**src/design/osdParams.svh**
```systemverilog
// OSD parameters
`ifndef OSD_PARAMS_SVH
`define OSD_PARAMS_SVH

// ******************************
// overlay window
// ******************************
`define OSD_WIDTH        256
`define OSD_HEIGHT       128
`define OSD_X_OFFSET     0
`define OSD_Y_OFFSET     0

// two bits per channel, r g b
`define OSD_COLOR        6'h3C

// ******************************
// widths
// ******************************
`define COLOR_W          6
`define CNT_W            10
`define BUF_AW           11

// above this many active lines each overlay line is shown twice
`define DOUBLESCAN_LINES 350

// spi command opcodes
`define CMD_WRITE        5'b00100
`define CMD_ENABLE       7'b0100000
`endif

```
**src/design/osdPkg.sv**
```systemverilog
// OSD types
`default_nettype none
`include "osdParams.svh"

package osdPkg;

	typedef struct packed {
		logic [`COLOR_W-1:0] red;
		logic [`COLOR_W-1:0] green;
		logic [`COLOR_W-1:0] blue;
		logic                hSync;
		logic                vSync;
	} vgaPixel_t;

	typedef struct packed {
		logic [`CNT_W-1:0] hStart;
		logic [`CNT_W-1:0] hEnd;
		logic [`CNT_W-1:0] vStart;
		logic [`CNT_W-1:0] vEnd;
		logic              hsPol;
		logic              vsPol;
		logic              doubleScan;
	} osdWindow_t;

	typedef struct packed {
		logic [`CNT_W-1:0] hCount;
		logic [`CNT_W-1:0] vCount;
	} videoPos_t;

	typedef struct packed {
		logic               valid;
		logic [`BUF_AW-1:0] addr;
		logic [7:0]         data;
	} bufWrite_t;

	// one command byte, read either as a write or as an enable
	typedef union packed {
		logic [7:0] raw;
		struct packed {
			logic [4:0] opcode;
			logic [2:0] line;
		} writeView;
		struct packed {
			logic [6:0] opcode;
			logic       on;
		} enableView;
	} spiCmd_u;

endpackage

`default_nettype wire

```
**src/design/osdSpiRx.sv**
```systemverilog
// OSD SPI command receiver
`timescale 1ns/1ps
`default_nettype none
`include "osdParams.svh"

module osdSpiRx (
	input  logic              SPI_SCK,
	input  logic              SPI_SS3,
	input  logic              SPI_DI,
	output osdPkg::bufWrite_t bufWr,
	output logic              osdEnable
);
	import osdPkg::*;

	logic [3:0]         bitCnt;
	logic [6:0]         shiftReg;
	logic [7:0]         rxByte;
	logic [`BUF_AW-1:0] wrAddr;
	logic               wrBeat;
	logic               enableReg = 1'b0;
	spiCmd_u            cmd;
	spiCmd_u            cmdNext;

	// byte completes with the bit arriving on this edge
	assign rxByte      = {shiftReg, SPI_DI};
	assign cmdNext.raw = rxByte;

	assign wrBeat    = (bitCnt == 4'd15) && (cmd.writeView.opcode == `CMD_WRITE);
	assign bufWr     = '{valid: wrBeat, addr: wrAddr, data: rxByte};
	assign osdEnable = enableReg;

	// bits 0..7 are the command, then payload bytes at 8..15
	always_ff @(posedge SPI_SCK or posedge SPI_SS3) begin
		if (SPI_SS3) begin
			bitCnt <= '0;
			wrAddr <= '0;
		end else begin
			if (bitCnt == 4'd15)
				bitCnt <= 4'd8;
			else
				bitCnt <= bitCnt + 4'd1;

			if ((bitCnt == 4'd7) && (cmdNext.writeView.opcode == `CMD_WRITE))
				wrAddr <= {cmdNext.writeView.line, 8'h00};
			else if (wrBeat)
				wrAddr <= wrAddr + 1'b1;
		end
	end

	always_ff @(posedge SPI_SCK) begin
		shiftReg <= rxByte[6:0];
		if (bitCnt == 4'd7) begin
			cmd <= cmdNext;
			// enable takes effect on the last command bit
			if (cmdNext.enableView.opcode == `CMD_ENABLE)
				enableReg <= cmdNext.enableView.on;
		end
	end

endmodule

`default_nettype wire

```
**config.mk**
```make
export PLATFORM = sky130hd
export DESIGN_NAME = osdSpiRx
export DESIGN_NICKNAME = d
export VERILOG_FILES = /design/src/design/osdPkg.sv /design/src/design/osdSpiRx.sv
export VERILOG_INCLUDE_DIRS = /design/src /design/src/design
export SDC_FILE = /design/constraint.sdc
export NUM_CORES = 1
export LEC_CHECK = 0
export ABC_CLOCK_PERIOD_IN_PS = 1750
export BUFFER_PORTS_ARGS = -buffer_cell sky130_fd_sc_hd__buf_2
export CAP_MARGIN = 20
export CORE_ASPECT_RATIO = 0.8
export CORE_MARGIN = 10
export CORE_UTILIZATION = 47
export DETAILED_ROUTE_END_ITERATION = 8
export PLACE_DENSITY_LB_ADDON = 0.15
export SLEW_MARGIN = 30
export SYNTH_ARGS = -nofsm -noshare
export SYNTH_HDL_FRONTEND = slang
export SYNTH_SLANG_ARGS = --single-unit
```
**constraint.sdc**
```tcl
create_clock -name SPI_SCK -period 1.75 [get_ports SPI_SCK]
set_input_delay 0.175 -clock SPI_SCK [delete_from_list [all_inputs] [get_ports SPI_SCK]]
set_output_delay 0.175 -clock SPI_SCK [all_outputs]
set_load 0.02 [all_outputs]
```
# Word level (Yosys, flattened, before mapping)
# Cells that the tools add are included.
[op_classes]
addsub = 2
n_eq_ne = 5
muxes = 3
reduce_logical = 4
[ops]
columns = ["cell", "count"]
rows = [
  ["2-to-1 mux 11 bit", 2],
  ["adder 11 x 1 -> 11 bit (second input constant)", 1],
  ["equality test 5 x 3 -> 1 bit (second input constant)", 2],
  ["equality test 7 x 6 -> 1 bit (second input constant)", 1],
  ["adder 4 x 1 -> 4 bit (second input constant)", 1],
  ["equality test 4 x 3 -> 1 bit (second input constant)", 1],
  ["equality test 4 bit (second input constant)", 1],
  ["2-to-1 mux 4 bit", 1],
  ["logical AND 1 bit", 2],
  ["AND reduction 2 bit", 1],
  ["nonzero test 2 bit", 1],
]
[word_totals]
ff_bits = 31
inputBits = 3
output_inout_bits = 21
word_cells = 19

# Longest topological paths before layout
# Gate-level depths: netlist of the first run.
[depth]
word_depth = 4
mapped_depth = 6
ltp_nobuf = 6

# Least setup slack after synthesis of the first run
# Ideal clock, no wire load.
[synth_path]
path_kind = "register to register"
start = "register bitCnt[0]"
end = "register wrAddr[9]"
setup_ps = 124
arrival_time_ps = 1705
t_required_ps = 1626
setup_slack_ps = -79
stages_incl_launch_ff = 7
n_path_buf = 0
synth_period_minus_slack_ps = 1829
path_cell_list = "dfrtp_1 > ha_1 > and4b_1 > nand2_4 > inv_2 > mux2_2 > a211o_1"
[synth_between]
elab_chain_len = 3
elab_cells_between_ends = 6
cone_classes = "eq/ne: 2; mux: 1; reduce/logical: 3"
[synth_rtl]
columns = ["element", "line_no", "rtl"]
rows = [
  ["start, declared", "osdSpiRx.sv:15", "logic [3:0] bitCnt;"],
  ["start signal, assigned", "osdSpiRx.sv:41", "bitCnt <= bitCnt + 4'd1;"],
  ["equality test 4 bit", "osdSpiRx.sv:28", "assign wrBeat = (bitCnt == 4'd15) && (cmd.writeView.opcode == `CMD_WRITE);"],
  ["logical AND 1 bit", "osdSpiRx.sv:28", ""],
  ["net wrBeat", "osdSpiRx.sv:19", "logic wrBeat;"],
  ["nonzero test 2 bit (no source line)", "n/a", ""],
  ["end signal, assigned", "osdSpiRx.sv:44", "wrAddr <= {cmdNext.writeView.line, 8'h00};"],
  ["end signal, assigned", "osdSpiRx.sv:46", "wrAddr <= wrAddr + 1'b1;"],
  ["end, declared", "osdSpiRx.sv:18", "logic [`BUF_AW-1:0] wrAddr;"],
]
# The timed path passes the listed nets, and every way through them passes these cells.
# A chain may end at the register's enable or synchronous reset.

# Final worst setup path of the first run
[layout_path]
start = "register cmd[4] (netlist bit)"
end = "register wrAddr[7]"
[layout_between]
elab_chain_len = 3
[layout_rtl]
columns = ["element", "line_no", "rtl"]
rows = [
  ["start, declared", "osdSpiRx.sv:21", "spiCmd_u cmd;"],
  ["start signal, assigned", "osdSpiRx.sv:53", "cmd <= cmdNext;"],
  ["equality test 5 x 3 -> 1 bit (no source line)", "n/a", ""],
  ["logical AND 1 bit", "osdSpiRx.sv:28", ""],
  ["nonzero test 2 bit (no source line)", "n/a", ""],
]
# No other way between the ends.

==> results of run 1 <==
## what timing repair did
| action | 4_1_cts | 5_1_grt |
|---|---|---|
| hold buffers | 2 | 0 |
| resized for setup | 6 | 0 |
| hold endpoints to repair | 16 | 0 |
| buffers inserted | 6 | 7 |
| setup endpoints to repair | 2 | 5 |
| pin swaps | 3 | 3 |
## critical path: stages (launching register included)
cell      delay [ns]
edfxtp_1        0.45
nor4b_4         0.37
nand2_4         0.11
buf_6           0.13
or4_4           0.47
a21oi_2         0.13
## layout by cell type (no fill, tap or decap), types with 3 or more instances in the layout
cell type  instances
clkbuf_4           3
buf_4             19
nand3_1            7
nand4_1            3
dfxtp_1            7
nand2_1            5
mux2i_1            3
o21ai_0            3
buf_6              3
xor2_1             4
inv_1              3
buf_2             22
edfxtp_1           6
nor2_1             5
dfrtp_1           15
## kinds of logic (layout without fill, tap and decap cells)
family / count (synthesis) / in the layout / share of synthesized area (%)
xor gates and xnor gates: 5 / 5 / 3.72
muxes: 4 / 4 / 3.50
and+or+nand+nor: 41 / 41 / 23.5
adders and majority gates: 2 / 2 / 2.12
AOI/OAI and AO/OA: 10 / 10 / 5.31
buffers and inverters: 7 / 54 / 2.87
DFF: 28 / 28 / 59.0
## power by group
part / leakage, uW / total (uW) / internal, uW / switching [uW]
Sequential: 0.000308 / 683 / 674 / 9.07
Combinational: 0.000431 / 40.5 / 13.5 / 26.9
Clock: 0.0000279 / 429 / 232 / 197
Total: 0.000766 / 1150 / 919 / 233
## registers in the layout (all words and copies together), names as in the netlist
| signal | cells |
|---|---|
| osdEnable | 1 |
| cmd | 5 |
| shiftReg | 7 |
| bitCnt | 4 |
| wrAddr | 11 |
## final timing paths
check                                   endpoint  slack [ns]  depth (start not counted)
max in group asynchronous  wrAddr[6]$_DFFE_PP0P_        0.96                          3
min reg2reg                  shiftReg[4]$_DFF_P_        0.39                          0
min in group asynchronous  wrAddr[8]$_DFFE_PP0P_        0.42                          3
max reg2reg                wrAddr[7]$_DFFE_PP0P_        0.02                          5
min                          shiftReg[4]$_DFF_P_        0.39                          0
max                        wrAddr[7]$_DFFE_PP0P_        0.02                          5
## metal layers
metal | share of wire (%) | GRT usage [%] | up-vias
met2 | 45 | 17.1 | 22
met3 | 5.7 | 4.13 | 2
met4 | 0.66 | 2.36 | 0
met5 | 0 | 0 | -
li1 | - | - | 451
met1 | 49 | 13.9 | 429
## per-stage QoR
| stage | setup slack, ns | hold WS, ns |
|---|---|---|
| 3_3_place_gp | 0.0606 | 0.252 |
| 2_1_floorplan | 0.0152 | 0.0765 |
| 5_1_grt | -0.0522 | 0.404 |
| 4_1_cts | -0.00466 | 0.393 |
| 3_5_place_dp | 0.0170 | 0.273 |
| 6_report | 0.0203 | 0.391 |
## layout make-up
type                       count  area [um^2]
fill                         201          835
sequential                    28          696
multi-input combinational     62          470
timing repair buffer          46          307
tap                           36         45.0
clock inverter                 1         30.0
clock buffer                   3         22.5
inverter                       4         17.5
==> report_table.html, run 1 <==
<table>
<tr><th>Metric</th><th>Value</th></tr>
<tr><th colspan="2">Run status</th></tr>
<tr><td>Outcome</td><td>finished clean</td></tr>
<tr><th colspan="2">Logic synthesis</th></tr>
<tr><td>Cell types with the largest area share after synthesis</td><td>dfrtp_1, edfxtp_1, dfxtp_1</td></tr>
<tr><td>Synth top area share</td><td>31.8%</td></tr>
<tr><td>Commonest cells in the netlist</td><td>dfrtp_1, dfxtp_1, nand3_1</td></tr>
<tr><td>Post-synthesis instance area</td><td>1180 um^2</td></tr>
<tr><td>Dominant cell by count in the synthesized netlist</td><td>dfrtp_1</td></tr>
<tr><td>Post-synth ARST share</td><td>53.6%</td></tr>
<tr><td>Post-synth top flop</td><td>dfrtp_1</td></tr>
<tr><td>Number of storage elements in the synthesis netlist</td><td>28</td></tr>
<tr><td>Post-synth net total</td><td>102</td></tr>
<tr><td>Gate count after technology mapping</td><td>97</td></tr>
<tr><td>Number of library cell types mapped by synthesis</td><td>36</td></tr>
<tr><td>Proportion of synthesized chip area in sequential cells</td><td>59.0%</td></tr>
<tr><td>Syn Area/Cell</td><td>12.2 um^2</td></tr>
<tr><td>Synth Warn #</td><td>0</td></tr>
<tr><td>Post-synth top area cell</td><td>dfrtp_1</td></tr>
<tr><td>Number of enable-type register cells in the synthesized netlist</td><td>6</td></tr>
<tr><th colspan="2">Timing</th></tr>
<tr><td>Fin crit period</td><td>1.73 ns</td></tr>
<tr><td>Slew HR</td><td>61.6%</td></tr>
<tr><td>Measured slew at the worst slew-check pin</td><td>0.575 ns</td></tr>
<tr><td># setup viols final</td><td>0</td></tr>
<tr><td>Final worst path period share</td><td>98.8%</td></tr>
<tr><td>Fin. max-slew vios</td><td>0</td></tr>
<tr><td>Summed negative setup slack over all endpoints</td><td>0 ns</td></tr>
<tr><td>Final hold vios</td><td>0</td></tr>
<tr><td>Post-route clock skew</td><td>0.00407 ns</td></tr>
<tr><td>Setup repair after global routing missed its margin</td><td>true</td></tr>
<tr><td>Max Freq</td><td>0.578 GHz</td></tr>
<tr><th colspan="2">Pwr</th></tr>
<tr><td>Total chip power</td><td>1150 uW</td></tr>
<tr><td>Leakage component of the power</td><td>0.000766 uW</td></tr>
<tr><td>Power per standard cell area</td><td>726 nW/um^2</td></tr>
<tr><td>Maximum vdd drop</td><td>0.000482 V</td></tr>
<tr><th colspan="2">Detailed routing</th></tr>
<tr><td>Number of iterations in the first detailed-routing pass</td><td>4</td></tr>
<tr><td>Vias per inst</td><td>5.02</td></tr>
<tr><td>Number of routed nets with antenna violations</td><td>0</td></tr>
<tr><td>Avg WL per Cell</td><td>14.3 um</td></tr>
<tr><td>Total wirelength of the detailed-routed design</td><td>2570 um</td></tr>
<tr><td>Iter 0 DRT Violations</td><td>70</td></tr>
<tr><td>Detailed-route DRC error count</td><td>0</td></tr>
<tr><td>Total vias in the final route</td><td>904</td></tr>
<tr><th colspan="2">CTS</th></tr>
<tr><td>Clock root cell</td><td>clkbuf_4</td></tr>
<tr><td>CTS H-tree depth</td><td>1</td></tr>
<tr><td>Inserted Clock Buffers</td><td>3</td></tr>
<tr><td>Maximum number of buffers from clock root to sink</td><td>2</td></tr>
<tr><td>Clock net sink count</td><td>28</td></tr>
<tr><td>Clock latency reported for the late side of the worst-skew pair</td><td>0.33 ns</td></tr>
<tr><td>Clock-pin slew reported for the worst setup and hold paths after clock tree synthesis</td><td>0.15 ns</td></tr>
<tr><td>Clock tree from TritonCTS</td><td>yes</td></tr>
<tr><th colspan="2">Layout</th></tr>
<tr><td>Non-filler cells, final</td><td>180</td></tr>
<tr><td>Synthesis-to-finish area growth</td><td>34.7%</td></tr>
<tr><td>Proportion of layout cells with a drive suffix above 1</td><td>41.0%</td></tr>
<tr><td>Post-layout net count</td><td>150</td></tr>
<tr><td>Finished Core Util</td><td>65.5%</td></tr>
<tr><td>Number of antenna repair diodes</td><td>0</td></tr>
<tr><td>Cell area after layout</td><td>1590 um^2</td></tr>
<tr><th colspan="2">Critical path</th></tr>
<tr><td>Startpoint types</td><td>flop</td></tr>
<tr><td>Reg-to-reg critical path startpoint</td><td>cmd[4]$_DFFE_PN_</td></tr>
<tr><td>Data required, critical path</td><td>2.02 ns</td></tr>
<tr><td>Classification of the worst setup path</td><td>flop to flop</td></tr>
<tr><td>Worst Path Max Fanout</td><td>4</td></tr>
<tr><td>Critical path origin</td><td>cmd[4]$_DFFE_PN_</td></tr>
<tr><td>Kind of end point of the critical path</td><td>flop</td></tr>
<tr><td>Arr. time, crit path</td><td>2.00 ns</td></tr>
<tr><th colspan="2">GRT</th></tr>
<tr><td>Total routing usage reported by global routing</td><td>10.9%</td></tr>
<tr><td>Via count of the first global-routing pass</td><td>935</td></tr>
<tr><td>Largest net degree at the start of global routing</td><td>17</td></tr>
<tr><td>Wire length of the first global-routing pass</td><td>4480 um</td></tr>
<tr><td>GRT Residual Overflow</td><td>0</td></tr>
<tr><td>Initial antenna violation count</td><td>0</td></tr>
<tr><th colspan="2">Floorplan</th></tr>
<tr><td>Placement row count</td><td>16</td></tr>
<tr><td>Core footprint</td><td>2420 um^2</td></tr>
<tr><td>Full die area</td><td>4920 um^2</td></tr>
<tr><td>I/O pin count</td><td>24</td></tr>
<tr><td>Height of the die</td><td>64.8 um</td></tr>
<tr><td>Starting Density</td><td>48.7%</td></tr>
<tr><td>Horiz. Die Dim</td><td>76.0 um</td></tr>
<tr><th colspan="2">Place</th></tr>
<tr><td># port buffers</td><td>23</td></tr>
<tr><td>Cell area after placement</td><td>1400 um^2</td></tr>
<tr><td>Routability cong.</td><td>0.908</td></tr>
<tr><td>Number of cells after detailed placement</td><td>161</td></tr>
<tr><td>Half-perimeter wire length after placement</td><td>1820 um</td></tr>
<tr><th colspan="2">Min path</th></tr>
<tr><td>Class of the tightest hold or removal check</td><td>flop to flop</td></tr>
<tr><td>Worst hold path startpoint</td><td>shiftReg[3]$_DFF_P_</td></tr>
<tr><th colspan="2">Run</th></tr>
<tr><td>Number of max-capacitance violations reported</td><td>0</td></tr>
</table>
(Power assumes the default switching activity.)
==> inputs of run 2 (changes only) <==
--- a/config.mk
+++ b/config.mk
@@ -9,7 +9,7 @@
 export ABC_CLOCK_PERIOD_IN_PS = 1750
 export BUFFER_PORTS_ARGS = -buffer_cell sky130_fd_sc_hd__buf_2
 export CAP_MARGIN = 20
-export CORE_ASPECT_RATIO = 0.8
+export CORE_ASPECT_RATIO = 0.7
 export CORE_MARGIN = 10
 export CORE_UTILIZATION = 47
 export DETAILED_ROUTE_END_ITERATION = 8
==> report_table.html, run 2 (same netlist as run 1, synthesis figures left out) <==
<table>
<tr><th>Metric</th><th>Value</th></tr>
<tr><th colspan="2">Run status</th></tr>
<tr><td>Outcome</td><td>finished clean</td></tr>
<tr><th colspan="2">Detailed routing</th></tr>
<tr><td>Avg WL per Cell</td><td>14.5 um (+1.6%)</td></tr>
<tr><td>Met3 routed wirelength</td><td>201 um (+38%)</td></tr>
<tr><td>Total wirelength of the detailed-routed design</td><td>2500 um (-2.9%)</td></tr>
<tr><td>M1 wire length</td><td>1190 um (-4.9%)</td></tr>
<tr><td>DR top layer</td><td>met4</td></tr>
<tr><td>Number of routed nets with antenna violations</td><td>0 (unchanged)</td></tr>
<tr><td>Number of iterations in the first detailed-routing pass</td><td>4 (unchanged)</td></tr>
<tr><td>Vias per inst</td><td>5.28 (+5.1%)</td></tr>
<tr><td>Detailed-route DRC error count</td><td>0 (unchanged)</td></tr>
<tr><td>Iter 0 DRT Violations</td><td>63 (-10%)</td></tr>
<tr><td>Total vias in the final route</td><td>908 (+0.44%)</td></tr>
<tr><td>Routed wire length on met2</td><td>1070 um (-7.4%)</td></tr>
<tr><th colspan="2">Timing</th></tr>
<tr><td>Fin. max-slew vios</td><td>0 (unchanged)</td></tr>
<tr><td>Slew HR</td><td>63.2% (+1.6 points)</td></tr>
<tr><td>Fin crit period</td><td>1.72 ns (-0.00638 ns)</td></tr>
<tr><td>Measured slew at the worst slew-check pin</td><td>0.551 ns (-0.0242 ns)</td></tr>
<tr><td>Max Freq</td><td>0.580 GHz (+0.37%)</td></tr>
<tr><td>Final worst path period share</td><td>98.5% (-0.36 points)</td></tr>
<tr><td>Final hold vios</td><td>0 (unchanged)</td></tr>
<tr><td># setup viols final</td><td>0 (unchanged)</td></tr>
<tr><td>Post-route clock skew</td><td>0.00430 ns (+0.000226 ns)</td></tr>
<tr><td>Worst hold slack across all endpoints</td><td>0.395 ns (+0.00331 ns)</td></tr>
<tr><td>Setup repair after global routing missed its margin</td><td>true</td></tr>
<tr><th colspan="2">Layout</th></tr>
<tr><td>Non-filler cells, final</td><td>172 (-4.4%)</td></tr>
<tr><td>Most frequent standard cell in the layout excluding fill and tap cells</td><td>buf_2</td></tr>
<tr><td>Synthesis-to-finish area growth</td><td>30.8%</td></tr>
<tr><td>Register name with the most flops</td><td>wrAddr</td></tr>
<tr><td>Number of antenna repair diodes</td><td>0 (unchanged)</td></tr>
<tr><td>Commonest cells after routing, fill and taps aside</td><td>buf_2, dfrtp_1, buf_4</td></tr>
<tr><td>Number of flip-flops under the largest register name</td><td>11 (unchanged)</td></tr>
<tr><td>Number of inserted filler cells in the final layout</td><td>203 (+1.0%)</td></tr>
<tr><td>Cell area after layout</td><td>1540 um^2 (-2.9%)</td></tr>
<tr><td>Proportion of layout cells with a drive suffix above 1</td><td>38.4% (-2.6 points)</td></tr>
<tr><td>Leading registers by flop count</td><td>wrAddr (11), shiftReg (7), cmd (5)</td></tr>
<tr><td>Finished Core Util</td><td>63.7% (-1.9 points)</td></tr>
<tr><td>Post-layout net count</td><td>144 (-4.0%)</td></tr>
<tr><th colspan="2">Pwr</th></tr>
<tr><td>Power per standard cell area</td><td>739 nW/um^2 (+1.8%)</td></tr>
<tr><td>Maximum vdd drop</td><td>0.000567 V (+18%)</td></tr>
<tr><td>Total chip power</td><td>1140 uW (-1.2%)</td></tr>
<tr><td>Leakage component of the power</td><td>0.000737 uW (-3.8%)</td></tr>
<tr><th colspan="2">GRT</th></tr>
<tr><td>Via count of the first global-routing pass</td><td>893 (-4.5%)</td></tr>
<tr><td>GRT Residual Overflow</td><td>0 (unchanged)</td></tr>
<tr><td>Largest net degree at the start of global routing</td><td>17 (unchanged)</td></tr>
<tr><td>Wire length of the first global-routing pass</td><td>4170 um (-6.8%)</td></tr>
<tr><td>Total routing usage reported by global routing</td><td>10.7% (-0.20 points)</td></tr>
<tr><td>Initial antenna violation count</td><td>0 (unchanged)</td></tr>
<tr><th colspan="2">CTS</th></tr>
<tr><td>Clock-pin slew reported for the worst setup and hold paths after clock tree synthesis</td><td>0.14 ns (about the same)</td></tr>
<tr><td>Clock tree from TritonCTS</td><td>yes</td></tr>
<tr><td>Clock net sink count</td><td>28 (unchanged)</td></tr>
<tr><td>CTS H-tree depth</td><td>1 (unchanged)</td></tr>
<tr><td>Clock latency reported for the late side of the worst-skew pair</td><td>0.32 ns (about the same)</td></tr>
<tr><td>Maximum number of buffers from clock root to sink</td><td>2 (unchanged)</td></tr>
<tr><td>Inserted Clock Buffers</td><td>3 (unchanged)</td></tr>
<tr><td>Clock root cell</td><td>clkbuf_4</td></tr>
<tr><th colspan="2">Critical path</th></tr>
<tr><td>Startpoint types</td><td>flop</td></tr>
<tr><td>Reg-to-reg critical path startpoint</td><td>cmd[4]$_DFFE_PN_</td></tr>
<tr><td>Kind of end point of the critical path</td><td>flop</td></tr>
<tr><td>Arr. time, crit path</td><td>1.99 ns (about the same)</td></tr>
<tr><td>Worst Path Max Fanout</td><td>5 (+1)</td></tr>
<tr><td>Data required, critical path</td><td>2.02 ns (about the same)</td></tr>
<tr><td>Critical path origin</td><td>cmd[4]$_DFFE_PN_</td></tr>
<tr><td>Classification of the worst setup path</td><td>flop to flop</td></tr>
<tr><th colspan="2">Floorplan</th></tr>
<tr><td>Placement row count</td><td>15 (-1)</td></tr>
<tr><td>Full die area</td><td>4940 um^2 (+0.40%)</td></tr>
<tr><td>Height of the die</td><td>61.9 um (-4.5%)</td></tr>
<tr><td>Horiz. Die Dim</td><td>79.9 um (+5.1%)</td></tr>
<tr><td>Core footprint</td><td>2420 um^2 (about the same)</td></tr>
<tr><td>I/O pin count</td><td>24 (unchanged)</td></tr>
<tr><td>Starting Density</td><td>48.7% (about the same)</td></tr>
<tr><th colspan="2">Run</th></tr>
<tr><td>Number of max-capacitance violations reported</td><td>0 (unchanged)</td></tr>
<tr><th colspan="2">Place</th></tr>
<tr><td># port buffers</td><td>23 (unchanged)</td></tr>
<tr><td>Cell area after placement</td><td>1380 um^2 (-1.3%)</td></tr>
<tr><td>Half-perimeter wire length after placement</td><td>1820 um (about the same)</td></tr>
<tr><td>Routability cong.</td><td>0.733 (-19%)</td></tr>
<tr><td>Number of cells after detailed placement</td><td>157 (-2.5%)</td></tr>
<tr><th colspan="2">Min path</th></tr>
<tr><td>Class of the tightest hold or removal check</td><td>flop to flop</td></tr>
<tr><td>Worst hold path startpoint</td><td>shiftReg[0]$_DFF_P_</td></tr>
</table>
==> run 2: per-stage QoR <==
stage / setup TNS (ns) / setup WS (ns)
after floorplan: 0 / 0.0152
after global placement: 0 / 0.0636
after detailed placement: 0 / 0.0241
after CTS: 0 / 0.00568
after global routing: -0.0967 / -0.0450
final: 0 / 0.0266
==> run 2: cell type report <==
cell class	instances	area, um^2	share of cell area, %
Multi-Input combinational cell	62	474	30.8
Timing Repair Buffer	40	259	16.8
Sequential cell	28	696	45.1
Clock inverter	1	30.0	1.95
Clock buffer	3	22.5	1.46
Inverter	4	17.5	1.14
Tap cell	34	42.5	2.76
==> run 2: power by group <==
group | internal [uW] | leakage, uW | switching, uW
clock network | 232 | 0.0000279 | 184
logic | 13.5 | 0.000401 | 26.4
registers | 673 | 0.000308 | 9.45
==> run 2: critical path, stage by stage (launching register included) <==
cell and delay (ns):
edfxtp_1 0.45, nor4b_4 0.36, nand2_4 0.11, buf_6 0.15, or4_4 0.47, a21oi_2 0.12
==> run 2: layer usage <==
layer / up-vias / global-route usage [%]
met5: - / 0
met4: 0 / 2.50
met3: 4 / 4.74
met2: 32 / 16.6
met1: 429 / 13.5
li1: 443 / -
==> run 2: path summary, 6_finish.rpt <==
path / to / slack [ns] / depth (start not counted)
max: wrAddr[7]$_DFFE_PP0P_ / 0.03 / 5
min: shiftReg[1]$_DFF_P_ / 0.39 / 0
max reg2reg: wrAddr[7]$_DFFE_PP0P_ / 0.03 / 5
min reg2reg: shiftReg[1]$_DFF_P_ / 0.39 / 0
max in group asynchronous: wrAddr[9]$_DFFE_PP0P_ / 0.98 / 3
min in group asynchronous: wrAddr[0]$_DFFE_PP0P_ / 0.42 / 3
==> run 2: timing repair <==
action	4_1_cts	5_1_grt
gates resized for setup	2	5
buffers inserted	5	3
pin swaps	4	3
hold buffers	2	0
gates cloned	0	1
hold endpoints to repair	16	0
setup endpoints to repair	2	5
==> inputs of run 3 (changes only) <==
--- a/config.mk
+++ b/config.mk
@@ -14,6 +14,7 @@
 export CORE_UTILIZATION = 47
 export DETAILED_ROUTE_END_ITERATION = 8
 export PLACE_DENSITY_LB_ADDON = 0.15
+export REMOVE_ABC_BUFFERS = 1
 export SLEW_MARGIN = 30
 export SYNTH_ARGS = -nofsm -noshare
 export SYNTH_HDL_FRONTEND = slang
==> report_table.html, run 3 (same netlist as run 1, synthesis figures left out) <==
<table>
<tr><th>Metric</th><th>Value</th></tr>
<tr><th colspan="2">Run status</th></tr>
<tr><td>Outcome</td><td>complete, but fails checks</td></tr>
<tr><td>Violated checks</td><td>negative setup slack</td></tr>
<tr><th colspan="2">Critical path</th></tr>
<tr><td>Classification of the worst setup path</td><td>flop to flop</td></tr>
<tr><td>CP cell instances</td><td>nor4b_4 -&gt; nand2_4 -&gt; buf_6 -&gt; or4_4 -&gt; a21oi_2</td></tr>
<tr><td>Largest delay contributor family on the critical path</td><td>simple AND/OR/NAND/NOR gates</td></tr>
<tr><td>Arr. time, crit path</td><td>2.03 ns (+0.04 ns)</td></tr>
<tr><td>Startpoint types</td><td>flop</td></tr>
<tr><td>Worst path max stage delay</td><td>0.47 ns (about the same)</td></tr>
<tr><td>Worst Path Max Fanout</td><td>3 (-2)</td></tr>
<tr><td>Slowest cell on the critical path</td><td>or4_4</td></tr>
<tr><td>Count of buffer and inverter cells on the critical path</td><td>1 (unchanged)</td></tr>
<tr><td>Data required, critical path</td><td>2.03 ns (about the same)</td></tr>
<tr><td>Kind of end point of the critical path</td><td>flop</td></tr>
<tr><th colspan="2">Timing</th></tr>
<tr><td>Fin. max-slew vios</td><td>0 (unchanged)</td></tr>
<tr><td>Max Freq</td><td>0.570 GHz (-1.8%)</td></tr>
<tr><td>Slew HR</td><td>62.7% (-0.54 points)</td></tr>
<tr><td>Final worst path period share</td><td>100% (+1.8 points)</td></tr>
<tr><td>Fin crit period</td><td>1.76 ns (+0.0321 ns)</td></tr>
<tr><td>Worst hold slack across all endpoints</td><td>0.396 ns (+0.00116 ns)</td></tr>
<tr><td>Summed negative setup slack over all endpoints</td><td>-0.00550 ns (-0.00550 ns)</td></tr>
<tr><td># setup viols final</td><td>1 (+1)</td></tr>
<tr><td>Setup slack after layout</td><td>-0.00550 ns (-0.0321 ns)</td></tr>
<tr><td>Measured slew at the worst slew-check pin</td><td>0.559 ns (+0.00807 ns)</td></tr>
<tr><td>Final hold vios</td><td>0 (unchanged)</td></tr>
<tr><td>Setup repair after global routing missed its margin</td><td>true</td></tr>
<tr><td>Post-route clock skew</td><td>0.00255 ns (-0.00174 ns)</td></tr>
<tr><th colspan="2">GRT</th></tr>
<tr><td>Initial antenna violation count</td><td>0 (unchanged)</td></tr>
<tr><td>Via count of the first global-routing pass</td><td>872 (-2.4%)</td></tr>
<tr><td>GRT Residual Overflow</td><td>0 (unchanged)</td></tr>
<tr><td>Wire length of the first global-routing pass</td><td>4200 um (+0.50%)</td></tr>
<tr><td>Largest net degree at the start of global routing</td><td>17 (unchanged)</td></tr>
<tr><td>Total routing usage reported by global routing</td><td>11.0% (+0.33 points)</td></tr>
<tr><th colspan="2">CTS</th></tr>
<tr><td>Clock root cell</td><td>clkbuf_4</td></tr>
<tr><td>Clock tree from TritonCTS</td><td>yes</td></tr>
<tr><td>Maximum number of buffers from clock root to sink</td><td>2 (unchanged)</td></tr>
<tr><td>Clock net sink count</td><td>28 (unchanged)</td></tr>
<tr><td>CTS H-tree depth</td><td>1 (unchanged)</td></tr>
<tr><td>Clock-pin slew reported for the worst setup and hold paths after clock tree synthesis</td><td>0.15 ns (about the same)</td></tr>
<tr><td>Clock latency reported for the late side of the worst-skew pair</td><td>0.33 ns (about the same)</td></tr>
<tr><td>Inserted Clock Buffers</td><td>3 (unchanged)</td></tr>
<tr><th colspan="2">Layout</th></tr>
<tr><td>Number of flip-flops under the largest register name</td><td>11 (unchanged)</td></tr>
<tr><td>Synthesis-to-finish area growth</td><td>30.8% (unchanged)</td></tr>
<tr><td>Leading registers by flop count</td><td>wrAddr (11), shiftReg (7), cmd (5)</td></tr>
<tr><td>Finished Core Util</td><td>63.7% (unchanged)</td></tr>
<tr><td>Post-layout net count</td><td>146 (+1.4%)</td></tr>
<tr><td>Register name with the most flops</td><td>wrAddr</td></tr>
<tr><td>Proportion of layout cells with a drive suffix above 1</td><td>38.6% (+0.17 points)</td></tr>
<tr><td>Most frequent standard cell in the layout excluding fill and tap cells</td><td>buf_2</td></tr>
<tr><td>Commonest cells after routing, fill and taps aside</td><td>buf_2, dfrtp_1, buf_4</td></tr>
<tr><td>Number of inserted filler cells in the final layout</td><td>206 (+1.5%)</td></tr>
<tr><td>Number of antenna repair diodes</td><td>0 (unchanged)</td></tr>
<tr><th colspan="2">Detailed routing</th></tr>
<tr><td>Number of routed nets with antenna violations</td><td>0 (unchanged)</td></tr>
<tr><td>Vias per inst</td><td>5.05 (-4.4%)</td></tr>
<tr><td>Total wirelength of the detailed-routed design</td><td>2550 um (+2.0%)</td></tr>
<tr><td>Avg WL per Cell</td><td>14.6 um (+0.79%)</td></tr>
<tr><td>Detailed-route DRC error count</td><td>0 (unchanged)</td></tr>
<tr><td>Iter 0 DRT Violations</td><td>72 (+14%)</td></tr>
<tr><td>Total vias in the final route</td><td>878 (-3.3%)</td></tr>
<tr><td>Number of iterations in the first detailed-routing pass</td><td>4 (unchanged)</td></tr>
<tr><th colspan="2">Place</th></tr>
<tr><td>Setup slack at placement</td><td>0.0108 ns (-0.0133 ns)</td></tr>
<tr><td>Routability cong.</td><td>0.800 (+9.1%)</td></tr>
<tr><td>Half-perimeter wire length after placement</td><td>1890 um (+3.8%)</td></tr>
<tr><td># port buffers</td><td>23 (unchanged)</td></tr>
<tr><th colspan="2">Floorplan</th></tr>
<tr><td>Core footprint</td><td>2420 um^2 (unchanged)</td></tr>
<tr><td>Height of the die</td><td>61.9 um (unchanged)</td></tr>
<tr><td>Full die area</td><td>4940 um^2 (unchanged)</td></tr>
<tr><td>Horiz. Die Dim</td><td>79.9 um (unchanged)</td></tr>
<tr><td>Starting Density</td><td>48.7% (unchanged)</td></tr>
<tr><td>Placement row count</td><td>15 (unchanged)</td></tr>
<tr><td>I/O pin count</td><td>24 (unchanged)</td></tr>
<tr><th colspan="2">Pwr</th></tr>
<tr><td>Total chip power</td><td>1150 uW (+0.89%)</td></tr>
<tr><td>Maximum vdd drop</td><td>0.000420 V (-26%)</td></tr>
<tr><td>Power per standard cell area</td><td>745 nW/um^2 (+0.89%)</td></tr>
<tr><td>Leakage component of the power</td><td>0.000747 uW (+1.3%)</td></tr>
<tr><th colspan="2">Run</th></tr>
<tr><td>Number of max-capacitance violations reported</td><td>0 (unchanged)</td></tr>
<tr><th colspan="2">Min path</th></tr>
<tr><td>Class of the tightest hold or removal check</td><td>flop to flop</td></tr>
</table>
[run 3: power breakdown]
| group | switching [uW] | total, uW | leakage (uW) | internal [uW] |
|---|---|---|---|---|
| combinational | 26.4 | 39.9 | 0.000411 | 13.5 |
| clock | 194 | 426 | 0.0000279 | 232 |
| sequential | 9.90 | 683 | 0.000308 | 673 |
[run 3: final timing paths]
path,to,slack [ns],startpoint,cells after the start
setup reg to reg,wrAddr[7]$_DFFE_PP0P_,-0.006,cmd[4]$_DFFE_PN_,5
max in group asynchronous,wrAddr[10]$_DFFE_PP0P_,0.98,SPI_SS3,3
hold reg to reg,shiftReg[2]$_DFF_P_,0.40,shiftReg[1]$_DFF_P_,0
min in group asynchronous,wrAddr[3]$_DFFE_PP0P_,0.41,SPI_SS3,3
setup / recovery,wrAddr[7]$_DFFE_PP0P_,-0.006,cmd[4]$_DFFE_PN_,5
hold / removal,shiftReg[2]$_DFF_P_,0.40,shiftReg[1]$_DFF_P_,0
[run 3: cell type report]
cell class / instances / area (um^2) / share of cell area (%)
flip-flops and latches: 28 / 696 / 45.1
clock inverters: 1 / 30.0 / 1.95
repair buffers: 42 / 277 / 17.9
well taps: 34 / 42.5 / 2.76
multi-input cells: 62 / 459 / 29.8
inverters: 4 / 15.0 / 0.974
clock buffers: 3 / 22.5 / 1.46
[run 3: layer usage]
| layer | vias up | track usage [%] | share of wire (%) | routed length (um) |
|---|---|---|---|---|
| li1 | 446 | - | - | - |
| met5 | - | 0 | 0 | 0 |
| met4 | 0 | 2.25 | 0.79 | 20 |
| met1 | 412 | 13.6 | 50 | 1280 |
| met2 | 16 | 17.4 | 43 | 1100 |
| met3 | 4 | 5.17 | 5.5 | 141 |
[run 3: repair_timing]
action / in CTS / in global routing
resized for setup: 6 / 1
hold buffers: 2 / 0
endpoints found under the setup margin: 2 / 5
pin swaps: 4 / 4
setup buffers: 4 / 5
endpoints found under the hold margin: 16 / 0
[run 3: metrics by stage]
step	instance area, um^2	instances
2_1_floorplan	1160	94
3_3_place_gp	1380	159
3_5_place_dp	1380	159
4_1_cts	1500	169
5_1_grt	1540	174
6_report	1540	174
